### src/rtl/dma_pkg.sv
package dma_pkg;

    // bus widths
    localparam int ADDR_BITS = 32;
    localparam int DATA_BITS = 32;
    // len field holds beats minus one
    localparam int LEN_BITS = 8;

    localparam int MAX_BURST = 16;
    localparam int BURST_BYTES = MAX_BURST * 4;

    localparam int MEM_WORDS = 1024;
    localparam int MEM_ADDR_BITS = $clog2(MEM_WORDS);

    // shared by ar and aw
    typedef struct packed {
        logic                 valid;
        logic [ADDR_BITS-1:0] addr;
        logic [LEN_BITS-1:0]  len;
    } addr_chan_t;

    typedef struct packed {
        logic                 valid;
        logic [DATA_BITS-1:0] data;
        logic                 last;
    } rdata_chan_t;

    typedef struct packed {
        logic                 valid;
        logic [DATA_BITS-1:0] data;
        logic                 last;
    } wdata_chan_t;

    // every response is okay, so only valid travels
    typedef struct packed {
        logic valid;
    } bresp_chan_t;

    typedef struct packed {
        addr_chan_t  ar;
        addr_chan_t  aw;
        wdata_chan_t w;
        logic        rready;
        logic        bready;
    } m2s_t;

    typedef struct packed {
        logic        arready;
        logic        awready;
        logic        wready;
        rdata_chan_t r;
        bresp_chan_t b;
    } s2m_t;

    typedef enum logic [2:0] {
        IDLE, CHECK, AR_CH, AW_CH, BUSY, B_CH, FIN
    } dma_state_e;

    typedef enum logic [1:0] {
        H_IDLE, H_ADDR, H_DATA, H_RESP
    } host_state_e;

    typedef enum logic [1:0] {
        NONE, DMA, HOST
    } arb_owner_e;

endpackage

### src/rtl/dma_fifo.sv
`timescale 1ns/100ps

module dma_fifo #(
    parameter int DEPTH = 2
) (
    input  logic                          clk,
    input  logic                          rst,
    input  logic                          wen_i,
    input  logic                          ren_i,
    input  logic [dma_pkg::DATA_BITS-1:0] data_i,
    output logic [dma_pkg::DATA_BITS-1:0] data_o,
    output logic                          empty_o,
    output logic                          full_o
);

    logic [dma_pkg::DATA_BITS-1:0] mem [DEPTH];
    logic [$clog2(DEPTH)-1:0]      wr_ptr_r;
    logic [$clog2(DEPTH)-1:0]      rd_ptr_r;
    logic [$clog2(DEPTH):0]        count_r;
    logic                          do_write;
    logic                          do_read;

    assign empty_o  = (count_r == '0);
    assign full_o   = (count_r == ($clog2(DEPTH)+1)'(DEPTH));
    // head word shows before it is popped
    assign data_o   = mem[rd_ptr_r];
    assign do_write = wen_i && !full_o;
    assign do_read  = ren_i && !empty_o;

    always_ff @(posedge clk or posedge rst) begin
        if (rst) begin
            wr_ptr_r <= '0;
            rd_ptr_r <= '0;
            count_r  <= '0;
        end else begin
            if (do_write)
                wr_ptr_r <= (wr_ptr_r == ($clog2(DEPTH))'(DEPTH - 1)) ? '0 : wr_ptr_r + 1'b1;
            if (do_read)
                rd_ptr_r <= (rd_ptr_r == ($clog2(DEPTH))'(DEPTH - 1)) ? '0 : rd_ptr_r + 1'b1;
            if (do_write && !do_read)
                count_r <= count_r + 1'b1;
            else if (do_read && !do_write)
                count_r <= count_r - 1'b1;
        end
    end

    always_ff @(posedge clk) begin
        if (do_write)
            mem[wr_ptr_r] <= data_i;
    end

endmodule

### src/rtl/dma_master.sv
`timescale 1ns/100ps

module dma_master (
    input  logic                          clk,
    input  logic                          rst,
    input  logic                          dma_start_i,
    input  logic [dma_pkg::ADDR_BITS-1:0] src_addr_i,
    input  logic [dma_pkg::ADDR_BITS-1:0] dst_addr_i,
    input  logic [dma_pkg::DATA_BITS-1:0] qty_i,
    input  dma_pkg::s2m_t                 bus_i,
    output dma_pkg::m2s_t                 bus_o,
    output logic                          dma_fin_o
);

    dma_pkg::dma_state_e state_r;
    dma_pkg::dma_state_e state_nx;

    logic start;
    logic arhs;
    logic awhs;
    logic rhs;
    logic whs;
    logic bhs;
    logic wrfin;

    logic [dma_pkg::DATA_BITS-1:0] rem_qty_r;
    logic [dma_pkg::LEN_BITS-1:0]  burst_len_r;
    logic [dma_pkg::LEN_BITS-1:0]  next_len;
    logic [dma_pkg::LEN_BITS-1:0]  wcnt_r;
    logic [dma_pkg::ADDR_BITS-1:0] src_addr_r;
    logic [dma_pkg::ADDR_BITS-1:0] dst_addr_r;

    logic [dma_pkg::DATA_BITS-1:0] fifo_dout;
    logic                          fifo_empty;
    logic                          fifo_full;

    // strobes while busy are dropped
    assign start = dma_start_i && (state_r == dma_pkg::IDLE);

    assign arhs  = bus_o.ar.valid && bus_i.arready;
    assign awhs  = bus_o.aw.valid && bus_i.awready;
    assign rhs   = bus_i.r.valid && bus_o.rready;
    assign whs   = bus_o.w.valid && bus_i.wready;
    assign bhs   = bus_i.b.valid && bus_o.bready;
    assign wrfin = whs && bus_o.w.last;

    // next burst length, capped at MAX_BURST beats
    assign next_len = (rem_qty_r > (dma_pkg::DATA_BITS)'(dma_pkg::MAX_BURST))
                    ? (dma_pkg::LEN_BITS)'(dma_pkg::MAX_BURST - 1)
                    : (dma_pkg::LEN_BITS)'(rem_qty_r - 1'b1);

    assign dma_fin_o = (state_r == dma_pkg::FIN);

    always_comb begin
        state_nx = state_r;
        case (state_r)
            dma_pkg::IDLE:  if (start) state_nx = dma_pkg::CHECK;
            dma_pkg::CHECK: state_nx = (rem_qty_r != '0) ? dma_pkg::AR_CH : dma_pkg::FIN;
            dma_pkg::AR_CH: if (arhs) state_nx = dma_pkg::AW_CH;
            dma_pkg::AW_CH: if (awhs) state_nx = dma_pkg::BUSY;
            dma_pkg::BUSY:  if (wrfin) state_nx = dma_pkg::B_CH;
            dma_pkg::B_CH: begin
                if (bhs)
                    state_nx = (rem_qty_r == '0) ? dma_pkg::FIN : dma_pkg::AR_CH;
            end
            default: state_nx = dma_pkg::IDLE;
        endcase
    end

    always_ff @(posedge clk or posedge rst) begin
        if (rst) begin
            state_r     <= dma_pkg::IDLE;
            rem_qty_r   <= '0;
            burst_len_r <= '0;
            wcnt_r      <= '0;
        end else begin
            state_r <= state_nx;
            if (start)
                rem_qty_r <= qty_i;
            else if (wrfin)
                rem_qty_r <= rem_qty_r - burst_len_r - 1'b1;
            // rem_qty_r already counts the finished burst here
            if (state_r == dma_pkg::CHECK || (state_r == dma_pkg::B_CH && bhs))
                burst_len_r <= next_len;
            if (wrfin)
                wcnt_r <= '0;
            else if (whs)
                wcnt_r <= wcnt_r + 1'b1;
        end
    end

    always_ff @(posedge clk) begin
        if (start) begin
            src_addr_r <= src_addr_i;
            dst_addr_r <= dst_addr_i;
        end else if (state_r == dma_pkg::B_CH && bhs) begin
            src_addr_r <= src_addr_r + (dma_pkg::ADDR_BITS)'(dma_pkg::BURST_BYTES);
            dst_addr_r <= dst_addr_r + (dma_pkg::ADDR_BITS)'(dma_pkg::BURST_BYTES);
        end
    end

    always_comb begin
        bus_o.ar.valid = (state_r == dma_pkg::AR_CH);
        bus_o.ar.addr  = src_addr_r;
        bus_o.ar.len   = burst_len_r;
        bus_o.aw.valid = (state_r == dma_pkg::AW_CH);
        bus_o.aw.addr  = dst_addr_r;
        bus_o.aw.len   = burst_len_r;
        // read beats may already arrive while aw is pending
        bus_o.rready   = (state_r == dma_pkg::AW_CH || state_r == dma_pkg::BUSY) && !fifo_full;
        bus_o.w.valid  = (state_r == dma_pkg::BUSY) && !fifo_empty;
        bus_o.w.data   = fifo_dout;
        bus_o.w.last   = (wcnt_r == burst_len_r);
        bus_o.bready   = (state_r == dma_pkg::B_CH);
    end

    dma_fifo #(
        .DEPTH (2)
    ) u_fifo (
        .clk     (clk),
        .rst     (rst),
        .wen_i   (rhs),
        .ren_i   (whs),
        .data_i  (bus_i.r.data),
        .data_o  (fifo_dout),
        .empty_o (fifo_empty),
        .full_o  (fifo_full)
    );

endmodule

### config.mk
export PLATFORM = sky130hd
export DESIGN_NAME = dma_master
export DESIGN_NICKNAME = d
export VERILOG_FILES = /design/src/rtl/dma_pkg.sv /design/src/rtl/dma_fifo.sv /design/src/rtl/dma_master.sv
export SDC_FILE = /design/constraint.sdc
export NUM_CORES = 1
export LEC_CHECK = 0
export ABC_CLOCK_PERIOD_IN_PS = 9400
export BUFFER_PORTS_ARGS = -buffer_cell sky130_fd_sc_hd__buf_2
export CORE_UTILIZATION = 30
export CTS_CLUSTER_SIZE = 30
export DETAILED_ROUTE_END_ITERATION = 8
export GPL_TIMING_DRIVEN = 0
export HOLD_SLACK_MARGIN = 0.12
export PLACE_DENSITY_LB_ADDON = 0.3
export SYNTH_ARGS = -nofsm -noshare
export SYNTH_HDL_FRONTEND = slang
export SYNTH_SLANG_ARGS = --single-unit
### constraint.sdc
create_clock -name clk -period 9.4 [get_ports clk]
set_clock_uncertainty 0.1 [all_clocks]
set_input_delay 0.47 -clock clk [delete_from_list [all_inputs] [get_ports clk]]
set_output_delay 0.47 -clock clk [all_outputs]
set_load 0.005 [all_outputs]
==> impl_results.md, run 1 <==
* Synth Area in Adders at 2.11%
* All-Layer GR Usage at 16.2%
* Syn_area_per_cell at 11.1 µm²
* Clock Pin Slew Worst Setup and Hold Paths at 0.07 ns
* Final setup violation count at 0
* First-pass GRT wire length at 39.4 mm
* Status: complete, no violations
* Cell area after layout at 0.0120 mm²
* Post-synth EDFFs at roughly 130
* Gr ovfl total at 0
* Power per Cell Area at 247 mW/mm²
* CP peak stage delay at around 0.48 ns
* H-tree lvl count at 4
* WL final at 25.7 mm
* Worst Max-Slew Pin Slew at 0.781 ns
* RSZ-0062 raised after global routing: no
* Layout fillers at 3003
* CTS tree: yes
* 1st-iter DRT viols at 379
* Period utilization at 38.5%
* Post-synthesis compound-gate area fraction at 8.69%
* Syn Inst Count at about 830
* Layout area overhead at 30.0%
* Clock Tree Buf Depth at 2
* FF-to-FF setup slack at 5.78 ns
* Type of the tightest min-delay check: input port to flip-flop
* Area of placed instances at 0.0111 mm²
* Worst path top cell family by delay: buffers and inverters
* Initial Util at a little under a third
* Ports at 256
* Multi-input gate area at 0.00375 mm²
* Routed wire per std cell at 16.6 µm
* Mux cell area share after synthesis at under 10%
* Share of cells above drive strength 1 at approximately 30%
* Post-synthesis async set-or-reset flop share at between 30 and 40%
* # resized after CTS at 0
* CTS root buf: clkbuf_16
* CTS buffer count at 17
* Largest family of logic cells by synthesized area: simple AND/OR/NAND/NOR gates
* Critical Path Sink Type: flip-flop
* CP max FO at 35
* Pin count of the biggest net entering global routing at 36
* Peak VDD IR at around 0.00012 V
* Crit path buf inv count at 5
* Core region area at 0.0300 mm²
* Sequential cell area at 0.00522 mm²
* Primary FF master, synth: edfxtp_1
* Die Area at about 0.032 mm²
* Placer Congestion at 0.810
* CP Data Arrival Time at about 3.6 ns
* Skew-Pair Late Insertion Delay at roughly 0.44 ns
* Via count at 7414
* DRT antenna net count at 0
* Post-Syn Nets at slightly below 1000
* XOR/XNOR Fraction of Synth Area at a little under a tenth
* Non-Filler Instances at 1545
* Nets@finish at around 1300
* Critical path cell sequence: nor2_1 -> nand2_1 -> inv_1 -> clkbuf_1 -> clkbuf_1 -> buf_8 -> a21o_2 -> buf_12
* Flop and latch count out of synthesis at 183
* Simple-gate area share of the yosys netlist at 16.4%
* # clock sinks at around 180
* Fin. Hold Viols at 0
* # rows at 63
* Leakage at 4.73 nW
* Drc violations at 0
* Most Frequent Cell on Critical Path: clkbuf_1
* Pre-CTS setup slack at 5.11 ns
* Pins over their slew limit at 0
* DRT Pass-1 Iters at 4
* Vias/cell at 4.80
* CP startpoint kind: flip-flop
* Tmin final at 3.62 ns
* Die Y-Extent at 178 µm
* CP max-delay cell: clkbuf_1
* Total design power at 2.97 mW
* Fmax at 0.276 GHz
* Antenna violations before repair at 2
* Worst setup margin at 5.78 ns
* Synth Warn # at 0
* Inst Count DP at 1476
* Post-CTS Setup Bufs at 0
* Die width at around 180 µm
* CP required at roughly 9.4 ns
* Cell area after synthesis at 0.00924 mm²
* Slew Limit Headroom at 48.0%
* Post-DP HPWL at about 19 mm
* Setup_tns at 0 ns
* Max_cap viols at 0
* Sequential area share after synthesis at a little under three fifths
* Number of global-route vias before repair at 7348
* Port Buffer Count at 254
* Critical path class: flip-flop to flip-flop
* Library cells used by synthesis at 65
[final timing paths]
| path | start | depth (start not counted) | to |
|---|---|---|---|
| setup / recovery | state_r[1] | 8 | dst_addr_r[6] |
| hold / removal | qty_i[0] | 3 | rem_qty_r[0] |
| setup reg to reg | state_r[1] | 8 | dst_addr_r[6] |
| hold reg to reg | u_fifo.count_r[1] | 1 | u_fifo.count_r[1] |
| max in group asynchronous | rst | 4 | u_fifo.rd_ptr_r |
| min in group asynchronous | rst | 3 | rem_qty_r[21] |
[cell usage after synthesis, types with 21 or more instances]
| cell type | n | area [µm²] |
|---|---|---|
| nor2_1 | 46 | 173 |
| clkbuf_1 | 29 | 109 |
| xnor2_1 | 47 | 412 |
| mux2_2 | 33 | 372 |
| o21ai_0 | 78 | 390 |
| nand2_1 | 118 | 443 |
| nand4_1 | 21 | 131 |
| a21oi_1 | 25 | 125 |
| dfrtp_1 | 55 | 1380 |
| xor2_1 | 50 | 438 |
| and3_1 | 26 | 163 |
| edfxtp_1 | 128 | 3840 |
[metal layers]
| metal | vias to the layer above | track usage, % | part of all wire (%) |
|---|---|---|---|
| li1 | 3611 | - | - |
| met1 | 3553 | 21.6 | 47 |
| met2 | 224 | 26.6 | 46 |
| met3 | 24 | 3.41 | 5.7 |
| met4 | 2 | 4.49 | 1.3 |
| met5 | - | 0 | 0.051 |
[flip-flops by register name, indices dropped and copies added (netlist names)]
| register | cells |
|---|---|
| u_fifo.mem | 64 |
| src_addr_r | 32 |
| burst_len_r | 8 |
| wcnt_r | 8 |
| rem_qty_r | 32 |
| u_fifo.count_r | 2 |
| state_r | 3 |
| dst_addr_r | 32 |
| u_fifo.wr_ptr_r | 1 |
| u_fifo.rd_ptr_r | 1 |
[timing repair]
action	CTS	global route
hold buffers	36	0
endpoints found under the setup margin	0	0
hold endpoints to repair	88	0
[area by class of cell]
cell class              count  area share, %
flip-flops and latches    183           43.5
inverters                  20          0.625
clock buffers              17           3.54
plain buffers              42           1.72
diodes                      1         0.0208
repair buffers            294           14.2
well taps                 390           4.06
multi-input cells         584           31.2
clock inverters            14           1.14
[power breakdown]
| group | switching (mW) | total, mW | internal [mW] |
|---|---|---|---|
| Clock | 0.349 | 0.699 | 0.350 |
| Sequential | 0.171 | 1.28 | 1.11 |
| Combinational | 0.558 | 0.992 | 0.433 |
| Total | 1.08 | 2.97 | 1.89 |
[logic make-up after synthesis]
family | Yosys count
adders and majority gates | 15
xor gates and xnor gates | 97
buffers and inverters | 62
and+or+nand+nor | 298
AOI/OAI and AO/OA | 140
DFF | 183
muxes | 34
[through the flow]
stage / hold WS (ns) / utilization [%]
after global placement: 0.375 / 36.7
after global routing: 0.126 / 40.1
after floorplan: 0.361 / -
after detailed placement: 0.394 / 37.0
after CTS: 0.122 / 40.0
final: 0.140 / 40.1
[worst reg2reg max path: cells and delay by family, from the launching register on]
family                 cells  cell delay [ns]
and+or+nand+nor            2             0.60
AOI/OAI and AO/OA          1             0.45
buffers and inverters      5             1.70
DFF                        1             0.46
[cells in the final DEF, fill, tap and decap left out, drive strengths merged, types with 5 or more instances in the layout]
master       instances
a21oi               26
and2                 5
and4                11
xor2                50
o22ai                5
a21o                 6
nand3               20
nor4                17
and3                26
o21ai               79
or3                  7
xnor2               47
buf                270
nor3                 9
dfrtp               55
o211ai               5
edfxtp             128
dlygate4sd3         36
inv                 27
nand4               22
nand2              118
clkbuf              47
ha                  14
mux2                33
nor2                46
(Power assumes the default switching activity.)
==> run 2, diff against run 1 <==
- ABC_CLOCK_PERIOD_IN_PS: 9400 -> 3090
- clock period: 9.4 -> 3.09 ns (I/O delays scaled with it)
==> impl_results.md, run 2 (same netlist as run 1, synthesis figures left out) <==
* Layout fillers at 2917
* Worst setup margin at 0.222 ns
* First-pass GRT wire length at between 40 and 50 mm
* RSZ-0062 raised after global routing: no
* Post-DP HPWL at 18.6 mm
* Critical path class: flip-flop to flip-flop
* Fmax at 0.349 GHz
* Critical Path Start: burst_len_r[2]
* Final setup violation count at 0
* Internal power at 5.84 mW
* CTS root buf: clkbuf_16
* CP max FO at 10
* DRT antenna net count at 0
* Sw Share at 36.4%
* WL final at approximately 27 mm
* Port Buffer Count at between 200 and 300
* Sequential power share at 42.3%
* CP peak stage delay at 0.54 ns
* CP max-delay cell: dfrtp_1
* Most frequent cells in the layout: buf_2 (255), dlygate4sd3_1 (135), edfxtp_1 (128)
* Die Area at 0.0315 mm²
* All-Layer GR Usage at 17.1%
* Routed wire per std cell at 16.4 µm
* Ports at 256
* Skew-Pair Late Insertion Delay at ~0.44 ns
* CP Data Arrival Time at a little over 3 ns
* Core region area at 0.0300 mm²
* Clock Tree Buf Depth at 2
* Fin. Hold Viols at 0
* Drc violations at 0
* Hold_ws at between 0.2 and 0.25 ns
* Pin count of the biggest net entering global routing at 33
* # rows at 63
* Critical path cell sequence: inv_1 -> ha_1 -> a211oi_1 -> o21ai_1 -> a41o_1 -> clkbuf_1 -> nor4_1 -> xnor2_1 -> o21ai_0
* Top reg by flops: u_fifo.mem
* Clock Pin Slew Worst Setup and Hold Paths at 0.08 ns
* Clock Power Share at 23.3%
* Diode count at 0
* CTS tree: yes
* Critical Path Sink Type: flip-flop
* CP startpoint kind: flip-flop
* Share of cells above drive strength 1 at 28.3%
* Leakage at between 5 and 6 nW
* Tmin final at 2.87 ns
* Nets@finish at ~1400
* Initial Util at 30.9%
* Worst Max-Slew Pin Slew at 0.804 ns
* 1st-iter DRT viols at ~320
* Max reg flops at 64
* DRT Pass-1 Iters at 4
* Power per Cell Area at 707 mW/mm²
* Reg2reg start: burst_len_r[2]
* # clock sinks at 183
* CTS buffer count at 17
* Via count at 7779
* Peak VDD IR at roughly 0.00037 V
* Die width at 178 µm
* Antenna violations before repair at 0
* Period utilization at 92.8%
* Max_cap viols at 0
* Vias/cell at 4.74
* Pre-CTS setup slack at -1.50 ns
* Post-CTS Setup Bufs at 0
* Gr ovfl total at 0
* Net Sw Power at about 3.3 mW
* Slew Limit Headroom at between 40% and 50%
* Comb power frac at 34.3%
* H-tree lvl count at 4
* Layout area overhead at 40.7%
* CP required at 3.30 ns
* Number of global-route vias before repair at ~8000
* Placer Congestion at 0.804
* Status: complete, no violations
* Die Y-Extent at between 150 and 200 µm
* Pins over their slew limit at 0
* Most common cell after layout, fill and taps aside: buf_2
* Type of the tightest min-delay check: input port to asynchronous set/reset pin
-- run 2: changes by cell type in the layout (fill, tap and decap cells not counted), moves of 2 or more --
| cell | delta |
|---|---|
| dlygate4sd3_1 | +99 |
| clkbuf_1 | -2 |
| nor4_2 | +2 |
| nor4_1 | -2 |
| a21o_4 | +2 |
-- run 2: final cells by class --
class                           instances  area (µm²)  area share (%)
Sequential cell                       183        5220            40.2
Multi-Input combinational cell        585        3780            29.1
Timing Repair Buffer                  391        2660            20.5
Tap cell                              390         488            3.75
Clock buffer                           17         425            3.27
Buffer                                 41         206            1.59
Clock inverter                         14         138            1.06
Inverter                               20        75.1           0.577
-- run 2: timing repair --
action                                  in CTS  in global routing
gates resized for setup                      4                  4
hold buffers                               135                  0
endpoints found under the setup margin      72                 10
hold endpoints to repair                   209                  0
gates cloned                                 1                  0
-- run 2: worst paths after layout --
check / cells past startpoint / end / slack [ns]
worst max register to register: 9 / rem_qty_r[27] / 0.22
worst min-delay path: 3 / rem_qty_r[16] / 0.21
max in group asynchronous: 4 / u_fifo.rd_ptr_r / 2.09
min in group clk: 5 / wcnt_r[0] / 0.26
worst max-delay path: 9 / rem_qty_r[27] / 0.22
worst min register to register: 1 / u_fifo.count_r[1] / 0.40
-- run 2: power groups by stage --
stage / registers [mW] / clock network, mW / logic [mW]
final: 3.89 / 2.14 / 3.15
after global routing: 3.97 / 2.30 / 3.54
after CTS: 3.89 / 2.22 / 3.18
after detailed placement: 3.94 / 0 / 2.98
after global placement: 3.92 / 0 / 2.93
after floorplan: 3.84 / 0 / 1.93
-- run 2: layer usage --
layer  wire (µm)  GRT usage, %  share of wire, %  vias to the layer above
li1            -             -                 -                     3810
met1       12400          22.6                46                     3711
met2       12600          27.7                47                      223
met3        1240          3.30               4.6                       35
met4         595          6.37               2.2                        0
met5           0             0                 0                        -
-- run 2: through the flow --
stage	setup TNS [ns]	cells	total power, mW	utilization, %	cell area [µm²]
after floorplan	0	829	5.77	-	9250
after detailed placement	-84.38	1475	6.92	36.9	11100
after global placement	-95.72	1473	6.85	36.7	11000
final	0	1641	9.19	43.4	13000
after CTS	0	1641	9.28	43.4	13000
after global routing	0	1641	9.82	43.4	13000
-- run 2: critical path, delay by kind of cell (launching register included) --
| kind | cells | cell delay, ns |
|---|---|---|
| adders and majority gates | 1 | 0.26 |
| and+or+nand+nor | 1 | 0.46 |
| AOI/OAI and AO/OA | 4 | 0.83 |
| DFF | 1 | 0.54 |
| xor gates and xnor gates | 1 | 0.17 |
| buffers and inverters | 2 | 0.38 |
==> run 3, diff against run 2 <==
--- a/config.mk
+++ b/config.mk
@@ -8,5 +8,6 @@
 export ABC_CLOCK_PERIOD_IN_PS = 3090
 export BUFFER_PORTS_ARGS = -buffer_cell sky130_fd_sc_hd__buf_2
-export CORE_UTILIZATION = 30
+export CORE_MARGIN = 2
+export CORE_UTILIZATION = 48
 export CTS_CLUSTER_SIZE = 30
 export DETAILED_ROUTE_END_ITERATION = 8
==> constraint.sdc (replaced) <==
create_clock -name clk -period 3.09 [get_ports clk]
set_clock_uncertainty 0.1 [all_clocks]
set_input_delay 0.1545 -clock clk [delete_from_list [all_inputs] [get_ports clk]]
set_output_delay 0.1545 -clock clk [all_outputs]
set_load 0.01 [all_outputs]
==> impl_results.md, run 3 (same netlist as run 1, synthesis figures left out) <==
* Initial Util at between 40% and 50%
* Pin count of the biggest net entering global routing at 37
* Share of cells above drive strength 1 at 28.5%
* Ports at 256
* Max_cap viols at 0
* CP startpoint kind: flip-flop
* Core region area at 0.0188 mm²
* Number of global-route vias before repair at 8085
* Top reg by flops: u_fifo.mem
* Grt peak-use layer: met2
* Type of the tightest min-delay check: input port to flip-flop
* DRT Pass-1 Iters at 5
* Critical path class: flip-flop to flip-flop
* Layout area overhead at 39.2%
* Worst Max-Slew Pin Slew at approximately 0.96 ns
* Period utilization at 91.5%
* Gr ovfl total at 0
* Slew Limit Headroom at between 30% and 40%
* DRT antenna net count at 0
* 1st-iter DRT viols at slightly above 500
* Skew-Pair Late Insertion Delay at 0.44 ns
* Power per Cell Area at 727 mW/mm²
* Status: complete, no violations
* Critical path cell sequence: inv_1 -> ha_1 -> a21oi_2 -> o21ai_1 -> a41o_1 -> clkbuf_2 -> nor4_1 -> xnor2_1 -> o21ai_0
* Pins over their slew limit at 0
* Antenna violations before repair at 0
* CP max-delay cell: dfrtp_1
* Fin. Hold Viols at 0
* Port Buffer Count at roughly 250
* Routed wire per std cell at 17.2 µm
* CP peak stage delay at 0.46 ns
* # rows at 50
* Leakage at 5.15 nW
* Total design power at 9.36 mW
* Fmax at roughly 0.35 GHz
* Routing usage on met1 at 31.9%
* CP Data Arrival Time at 3.02 ns
* CTS tree: yes
* Most common cell after layout, fill and taps aside: buf_2
* Peak VDD IR at ~0.00043 V
* Die Area at slightly above 0.02 mm²
* CTS buffer count at 17
* Max reg flops at between 60 and 70
* Post-DP HPWL at 16.8 mm
* Tmin final at 2.83 ns
* Clock Pin Slew Worst Setup and Hold Paths at 0.07 ns
* All-Layer GR Usage at about a quarter
* GR Util met3 at 4.83%
* CP required at 3.28 ns
* WL final at 26.1 mm
* Vias/cell at 5.32
* Clock Tree Buf Depth at 2
* GR met2 Demand/Resource at a little over two fifths
* CP max FO at 10
* Critical Path Sink Type: flip-flop
* Die Y-Extent at 143 µm
* Inst Count DP at approximately 1300
* Placer Congestion at 0.913
* Most frequent cells in the layout: buf_2 (255), dlygate4sd3_1 (134), edfxtp_1 (128)
* Hold_ws at 0.146 ns
* FF-to-FF setup slack at 0.26 ns
* Nets@finish at 1389
* H-tree lvl count at 4
* Via count at 8043
* CTS root buf: clkbuf_16
* RSZ-0062 raised after global routing: no
* Drc violations at 0
* First-pass GRT wire length at around 41 mm
* # clock sinks at 183
* Non-Filler Instances at 1513
* Die width at 143 µm
* Final setup violation count at 0
==> run 3: changes by cell type in the layout (fill, tap and decap cells not counted), moves of 2 or more <==
cell,change
clkinv_4,-3
clkinv_8,+3
clkinvlp_4,-2
diode_2,+3
==> run 3: area by class of cell <==
| cell class | instances | area [µm²] |
|---|---|---|
| clock buffer | 17 | 425 |
| tap | 260 | 325 |
| timing repair buffer | 389 | 2630 |
| clock inverter | 15 | 174 |
| multi-input combinational | 585 | 3800 |
| antenna | 3 | 7.51 |
| sequential | 183 | 5220 |
| fill | 1367 | 5960 |
| buffer | 41 | 208 |
| inverter | 20 | 75.1 |
==> run 3: per-layer routing <==
layer	part of all wire, %	wire length (µm)
met5	0	0
met4	2.5	657
met3	6.0	1560
met2	50	13100
met1	41	10700
==> run 3: path summary, 6_finish.rpt <==
path	from	end	cells after the start
max in group asynchronous	rst	burst_len_r[1]	4
min in group asynchronous	rst	rem_qty_r[19]	3
max	burst_len_r[4]	rem_qty_r[23]	9
min reg2reg	u_fifo.count_r[1]	u_fifo.count_r[1]	1
min	bus_i[37]	state_r[0]	4
max reg2reg	burst_len_r[4]	rem_qty_r[23]	9
==> run 3: repair_timing <==
action	4_1_cts	5_1_grt
endpoints found under the hold margin	219	0
setup buffers	0	0
endpoints found under the setup margin	72	7
gates cloned	1	0
gates resized for setup	4	8
hold buffers	134	0
==> run 3: critical path: cells and delay by family, from the launching register on <==
family	cells	cell delay [ns]
AO/OA/AOI/OAI	4	0.88
XOR/XNOR	1	0.16
adder cells (fa/ha/maj)	1	0.37
buffers and inverters	2	0.33
flip-flops	1	0.46
AND/OR/NAND/NOR	1	0.39
==> run 3: report_power, final <==
part	switching, mW	leakage [nW]	internal [mW]
Combinational	1.86	3.00	1.39
Sequential	0.536	1.86	3.37
Clock	1.10	0.292	1.10
==> run 3: stage by stage <==
stage	util, %	setup slack [ns]	setup TNS, ns	instance area, µm²
after floorplan	-	0.121	0	9250
after global placement	57.6	-1.19	-63.68	10800
after detailed placement	57.7	-1.19	-63.33	10900
after CTS	68.1	0.0549	0	12800
after global routing	68.3	0.0786	0	12900
final	68.3	0.261	0	12900
